**config.mk**
```make
export PLATFORM = sky130hd
export DESIGN_NAME = trigger_marker_top
export DESIGN_NICKNAME = d
export VERILOG_FILES = /design/src/rtl/marker_pkg.sv /design/src/rtl/slot_pkg.sv /design/src/rtl/trig_input_conditioner.sv /design/src/rtl/slot_timer.sv /design/src/rtl/marker_sequencer.sv /design/src/rtl/word_serializer.sv /design/src/rtl/trigger_marker_top.sv
export SDC_FILE = /design/constraint.sdc
export NUM_CORES = 1
export LEC_CHECK = 0
export BUFFER_PORTS_ARGS = -buffer_cell sky130_fd_sc_hd__buf_2
export CAP_MARGIN = 10
export CORE_AREA = 2 2 72 74
export CTS_BUF_LIST = sky130_fd_sc_hd__clkbuf_2
export DETAILED_ROUTE_END_ITERATION = 12
export DIE_AREA = 0 0 74 76
export GPL_ROUTABILITY_DRIVEN = 0
export PLACE_DENSITY = 0.73
export SLEW_MARGIN = 5
export SYNTH_ARGS = -nofsm -noshare
export SYNTH_HDL_FRONTEND = slang
export SYNTH_SLANG_ARGS = --single-unit
```
**constraint.sdc**
```tcl
create_clock -name clock -period 1.4 [get_ports clock]
set_input_delay 0.28 -clock clock [delete_from_list [all_inputs] [get_ports clock]]
set_output_delay 0.28 -clock clock [all_outputs]
set_load 0.02 [all_outputs]
```
**src/rtl/marker_pkg.sv**
```systemverilog
`default_nettype none

package marker_pkg;

	// bits per word slot on the serial line
	localparam int marker_width = 8;

	// fixed marker sequence, sent msb first
	localparam logic [marker_width-1:0] marker_first  = 8'b11110000;
	localparam logic [marker_width-1:0] marker_second = 8'b10000001;
	localparam logic [marker_width-1:0] marker_third  = 8'b10001000;
	localparam logic [marker_width-1:0] marker_fourth = 8'b10101010;

	// idle slots carry this
	localparam logic [marker_width-1:0] marker_idle = '0;

	// which marker goes out on the next firing
	typedef enum logic [1:0] {
		token_first  = 2'd0,
		token_second = 2'd1,
		token_third  = 2'd2,
		token_fourth = 2'd3
	} marker_token_e;

	// sequencer to serializer, one load per slot
	typedef struct packed {
		// one-cycle pulse, word and sync valid
		logic load;
		// level to show for this slot
		logic sync;
		// zero for an idle slot
		logic [marker_width-1:0] word;
	} marker_load_t;

endpackage

`default_nettype wire

```
**src/rtl/slot_pkg.sv**
```systemverilog
`default_nettype none

package slot_pkg;

	// trigger source select
	typedef enum logic {
		mode_external = 1'b0,
		mode_self     = 1'b1
	} trig_mode_e;

	// slot timing from the timer to the sequencer
	typedef struct packed {
		// one cycle before each slot boundary
		logic slot_strobe;
		// only ever together with slot_strobe
		logic self_fire;
	} slot_tick_t;

endpackage

`default_nettype wire

```
**src/rtl/trig_input_conditioner.sv**
```systemverilog
`timescale 1ns/1ns
`default_nettype none

module trig_input_conditioner (
	input  logic clock,
	input  logic reset1,
	input  logic trigger_in,
	input  logic trigger_taken,
	output logic trigger_pending
);

	// two sync stages then the edge register
	logic sync_meta;
	logic sync_stable;
	logic sync_prev;
	logic rise;

	assign rise = sync_stable & ~sync_prev;

	always_ff @(posedge clock) begin
		if (reset1) begin
			sync_meta <= 1'b0;
			sync_stable <= 1'b0;
			sync_prev <= 1'b0;
		end else begin
			sync_meta <= trigger_in;
			sync_stable <= sync_meta;
			sync_prev <= sync_stable;
		end
	end

	// one request at a time
	// an edge seen while pending just merges into it
	// the sequencer's take always wins over a new edge
	always_ff @(posedge clock) begin
		if (reset1) begin
			trigger_pending <= 1'b0;
		end else if (trigger_taken) begin
			trigger_pending <= 1'b0;
		end else if (rise) begin
			trigger_pending <= 1'b1;
		end
	end

	// pending follows the input by the three register stages
	a_pending_latency : assert property (
		@(posedge clock) disable iff (reset1)
		$rose(trigger_pending) |-> $past(trigger_in, 3)
	) else $error("trigger_pending rose without trigger_in high three cycles before");

endmodule

`default_nettype wire

```
**src/rtl/slot_timer.sv**
```systemverilog
`timescale 1ns/1ns
`default_nettype none

module slot_timer #(
	parameter int interval_bits = 24
) (
	input  logic clock,
	input  logic reset1,
	output slot_pkg::slot_tick_t tick
);

	// position of the bit now on the serial line
	logic [2:0] bit_pos;

	// slots since the last self fire
	logic [interval_bits-1:0] slot_count;

	logic strobe;
	logic wrap;

	// strobe at position 6 puts the load at 7 and the frame at 0
	assign strobe = (bit_pos == 3'd6);
	assign wrap = &slot_count;

	always_ff @(posedge clock) begin
		if (reset1) begin
			bit_pos <= 3'd0;
		end else begin
			bit_pos <= bit_pos + 3'd1;
		end
	end

	always_ff @(posedge clock) begin
		if (reset1) begin
			slot_count <= '0;
		end else if (strobe) begin
			slot_count <= slot_count + 1'b1;
		end
	end

	assign tick.slot_strobe = strobe;
	assign tick.self_fire = strobe & wrap;

endmodule

`default_nettype wire

```
**src/rtl/marker_sequencer.sv**
```systemverilog
`timescale 1ns/1ns
`default_nettype none

module marker_sequencer (
	input  logic clock,
	input  logic reset1,
	input  slot_pkg::trig_mode_e mode,
	input  slot_pkg::slot_tick_t tick,
	input  logic trigger_pending,
	output logic trigger_taken,
	output marker_pkg::marker_load_t marker
);

	import marker_pkg::*;
	import slot_pkg::*;

	marker_token_e token;

	// level between first and second marker
	logic sync_state;

	logic fire;
	logic fire_first;
	logic fire_second;
	logic [marker_width-1:0] token_word;

	// self mode ignores the external request entirely
	assign fire = tick.slot_strobe &
		((mode == mode_self) ? tick.self_fire : trigger_pending);

	assign fire_first = fire && (token == token_first);
	assign fire_second = fire && (token == token_second);

	always_comb begin
		case (token)
			token_first:  token_word = marker_first;
			token_second: token_word = marker_second;
			token_third:  token_word = marker_third;
			default:      token_word = marker_fourth;
		endcase
	end

	always_ff @(posedge clock) begin
		if (reset1) begin
			token <= token_first;
			sync_state <= 1'b0;
			trigger_taken <= 1'b0;
			marker <= '0;
		end else begin
			trigger_taken <= fire;
			marker.load <= tick.slot_strobe;
			if (fire) begin
				token <= marker_token_e'(token + 2'd1);
			end
			if (fire_first) begin
				sync_state <= 1'b1;
			end else if (fire_second) begin
				sync_state <= 1'b0;
			end
			if (tick.slot_strobe) begin
				// sync still shows high in the slot carrying the second marker
				marker.sync <= fire_first | sync_state;
				marker.word <= fire ? token_word : marker_idle;
			end
		end
	end

	// a self fire off the slot boundary would be lost here
	a_fire_on_strobe : assert property (
		@(posedge clock) disable iff (reset1)
		tick.self_fire |-> tick.slot_strobe
	) else $error("self_fire outside a slot strobe");

	// sync is up exactly while the second marker is next
	a_sync_matches_token : assert property (
		@(posedge clock) disable iff (reset1)
		sync_state == (token == token_second)
	) else $error("sync state out of step with the marker token");

endmodule

`default_nettype wire

```
**src/rtl/word_serializer.sv**
```systemverilog
`timescale 1ns/1ns
`default_nettype none

module word_serializer (
	input  logic clock,
	input  logic reset1,
	input  marker_pkg::marker_load_t marker,
	output logic serial_out,
	output logic frame,
	output logic sync,
	output logic [marker_pkg::marker_width-1:0] status_word
);

	import marker_pkg::*;

	logic [marker_width-1:0] shift_reg;

	// msb first, zero fill behind it
	assign serial_out = shift_reg[marker_width-1];

	always_ff @(posedge clock) begin
		if (reset1) begin
			shift_reg <= '0;
		end else if (marker.load) begin
			shift_reg <= marker.word;
		end else begin
			shift_reg <= {shift_reg[marker_width-2:0], 1'b0};
		end
	end

	// frame lines up with the msb
	always_ff @(posedge clock) begin
		if (reset1) begin
			frame <= 1'b0;
			sync <= 1'b0;
			status_word <= '0;
		end else begin
			frame <= marker.load;
			if (marker.load) begin
				sync <= marker.sync;
				status_word <= marker.word;
			end
		end
	end

	// slots tile with no gap or overlap
	a_load_spacing : assert property (
		@(posedge clock) disable iff (reset1)
		marker.load |=> (!marker.load)[*(marker_width-1)] ##1 marker.load
	) else $error("serializer loads not %0d cycles apart", marker_width);

endmodule

`default_nettype wire

```
**src/rtl/trigger_marker_top.sv**
```systemverilog
`timescale 1ns/1ns
`default_nettype none

module trigger_marker_top #(
	// self-trigger period is 2**interval_bits slots
	parameter int interval_bits = 24
) (
	input  logic clock,
	input  logic reset1,
	input  logic trigger_in,
	input  slot_pkg::trig_mode_e mode,
	output logic serial_out,
	output logic frame,
	output logic sync,
	output logic [marker_pkg::marker_width-1:0] status_word
);

	import marker_pkg::*;
	import slot_pkg::*;

	logic trigger_pending;
	logic trigger_taken;
	slot_tick_t tick;
	marker_load_t marker;

	trig_input_conditioner conditioner (
		.clock           (clock),
		.reset1          (reset1),
		.trigger_in      (trigger_in),
		.trigger_taken   (trigger_taken),
		.trigger_pending (trigger_pending)
	);

	slot_timer #(
		.interval_bits (interval_bits)
	) timer (
		.clock  (clock),
		.reset1 (reset1),
		.tick   (tick)
	);

	marker_sequencer sequencer (
		.clock           (clock),
		.reset1          (reset1),
		.mode            (mode),
		.tick            (tick),
		.trigger_pending (trigger_pending),
		.trigger_taken   (trigger_taken),
		.marker          (marker)
	);

	// stands in for the output serializer primitives
	word_serializer serializer (
		.clock       (clock),
		.reset1      (reset1),
		.marker      (marker),
		.serial_out  (serial_out),
		.frame       (frame),
		.sync        (sync),
		.status_word (status_word)
	);

endmodule

`default_nettype wire

```
==> reports/qor.yml <==
outcome:
  outcome: "complete, but fails checks"
  violations: "negative setup slack"
critical_path:
  required_ps: 1780
  crit_path_top_delay_cell: "dfxtp_2"
  path_cells: "inv_2 -> ha_4 -> buf_4 -> nand4_1 -> nor4_1 -> a21oi_2 -> o21ai_0 -> a21oi_1"
  cp-startpoint: "timer.bit_pos[0]"
  cp_max_fo: 4
  cp-start-kind: "flop"
  critPathKind: "flop to flop"
  worst-path-buf-inv: 2
  worst_path_dominant_cell_family: "simple AND/OR/NAND/NOR gates"
  critPathMaxStageDelay_ps: 360
  timing.rr.start: "timer.bit_pos[0]"
  worstPathArrival_ps: 1960
  worstSetupEndpointType: "flop"
floorplan:
  coreArea_sq_um: 4910
  die_area_sq_um: 5620
  rows: 26
  start_util_pct: 48.0
  ioPinCount: 15
  die_h_um: 76
  die_w_um: 74
clock_tree:
  clock_tree.root_cell: "clkbuf_2"
  cts_buffers: 9
  tritoncts: "done"
  cts.sinks: 59
  clk_pin_slew_ps: 170
  htreeDepth: 3
  clk_latency_ps: 480
  max-clock-path-buffers: 2
layout:
  final_area_sq_um: 3060
  final_common_cell: "dfxtp_1"
  syn_to_final_growth_pct: 29.7
  most-common-layout-cells: "dfxtp_1 (54), nor2_1 (34), buf_4 (29)"
  drive_gt1_share_pct: 31.4
  finalNetCount: 316
  ff_latch_area_sq_um: 1190
  fill_cells: 388
  diodes: 0
  multi_input_area_sq_um: 1250
  largest_reg_flops: 24
timing:
  setup_viol: 28
  finalMaxSlewViolations: 0
  hold_viol_final: 0
  min_period_ps: 1580
  fmax_mhz: 635
  setup_ws_ps: -176
  rsz0062_at_grt: "yes"
  fin_skew_ps: 15.8
  min_period_over_period_pct: 113
  setup_tns_ps: -2490
synth:
  synth_edf_count: 0
  ys_types: 37
  ys_seq_area_share_pct: 50.1
  netlist_area_sq_um: 2360
  syn-num-nets: 268
  avgSynthCellArea_sq_um: 9.22
  yosys_register_bits: 59
  synth_flop_cell: "dfxtp_1"
  yosys_warnings: 0
  synthCells: 256
  async_reset_ff_share_pct: 0
drt:
  drcViolationCount: 0
  via_count: 1875
  antenna_left: 0
  wl_um: 4910
  first_pass_iters: 4
  drt-wirelength-per-cell_um: 13.0
  vias_per_cell: 4.95
  first_iter_violations: 90
global_route:
  gr-usage-all-layers_pct: 18.1
  grt_overflow: 0
  grt_max_degree: 36
  grt_pass1_wl_um: 7770
  grt_antenna_before_repair: 0
  grt_pass1_vias: 1734
power_and_ir_drop:
  p_leak_nw: 1.20
  power_density_nw_per_um2: 1050
  max-vdd-ir-drop_uv: 772
placement:
  numPortBuffers: 13
  placed_area_sq_um: 2680
  hpwl_um: 2810
flow_run:
  maxCapViolCount: 0
min_path:
  hold_path.class: "input port to flop"
  hold_start: "reset1"
==> stage by stage <==
step	instances	hold WS [ps]	utilization, %	worst slack, ps	total power [W]
floorplan	256	359	-	-74.9	0.00179
global placement	351	376	54.6	-140	0.00182
detailed placement	351	381	54.6	-199	0.00182
CTS	374	96.4	60.3	-233	0.00325
global route	379	80.5	62.3	-275	0.00335
finish	379	128	62.3	-176	0.00322
==> cells in the mapped netlist (2+ instances only) <==
master,instances,area [sq um]
a21oi_1,21,105
and2_1,3,18.8
and3_1,2,12.5
and4_1,3,26.3
buf_1,2,7.51
buf_2,2,10.0
buf_4,2,15.0
clkbuf_1,6,22.5
dfxtp_1,59,1180
ha_1,8,100
inv_1,6,22.5
mux2i_1,2,20.0
nand2_1,22,82.6
nand2b_1,11,68.8
nand3_1,10,50.1
nand4_1,13,81.3
nor2_1,35,131
nor2_2,2,12.5
nor2b_1,5,31.3
nor4_1,2,12.5
o21ai_0,2,10.0
xnor2_1,6,52.6
xor2_1,18,158
==> power breakdown <==
part	internal [W]	switching, W
clock	0.000768	0.000649
sequential	0.00169	0.00000930
combinational	0.0000415	0.0000565
==> area by class of cell <==
class,instances,share of cell area [%]
clock buffer,9,1.47
clock inverter,7,3.76
inverter,6,0.736
multi-input combinational,180,40.8
sequential,59,38.9
tap,70,2.86
timing repair buffer,48,11.5
==> path summary, 6_finish.rpt <==
check,slack [ps],cells after the start,end
max,-180,8,sequencer.sync_state
min,130,2,serializer.sync
max reg2reg,-180,8,sequencer.sync_state
min reg2reg,390,1,conditioner.trigger_pending
==> what timing repair did <==
action / 4_1_cts / 5_1_grt
hold endpoints to repair: 1 / 0
endpoints found under the setup margin: 29 / 35
hold buffers: 1 / 0
pin swaps: 24 / 23
cloned: 1 / 0
gates resized for setup: 16 / 15
buffers inserted: 5 / 5
==> kinds of logic (layout without fill, tap and decap cells) <==
kind of cell               Yosys count  after routing  share of synthesized area, %
and+or+nand+nor                    116            117                          25.7
other                                1              1                         0.159
muxes                                2              2                         0.848
AOI/OAI and AO/OA                   28             28                          6.79
adders and majority gates            8              8                          4.24
buffers and inverters               18             70                          3.29
DFF                                 59             59                          50.1
xor gates and xnor gates            24             24                          8.91
==> metal layers <==
metal | GRT usage (%) | share of wire [%] | vias to the layer above
met4 | 9.09 | 3.0 | 0
li1 | - | - | 948
met5 | 0 | 0 | -
met2 | 28.8 | 49 | 41
met3 | 6.35 | 4.0 | 16
met1 | 21.2 | 44 | 870
Power figures use the tool's default switching activity.
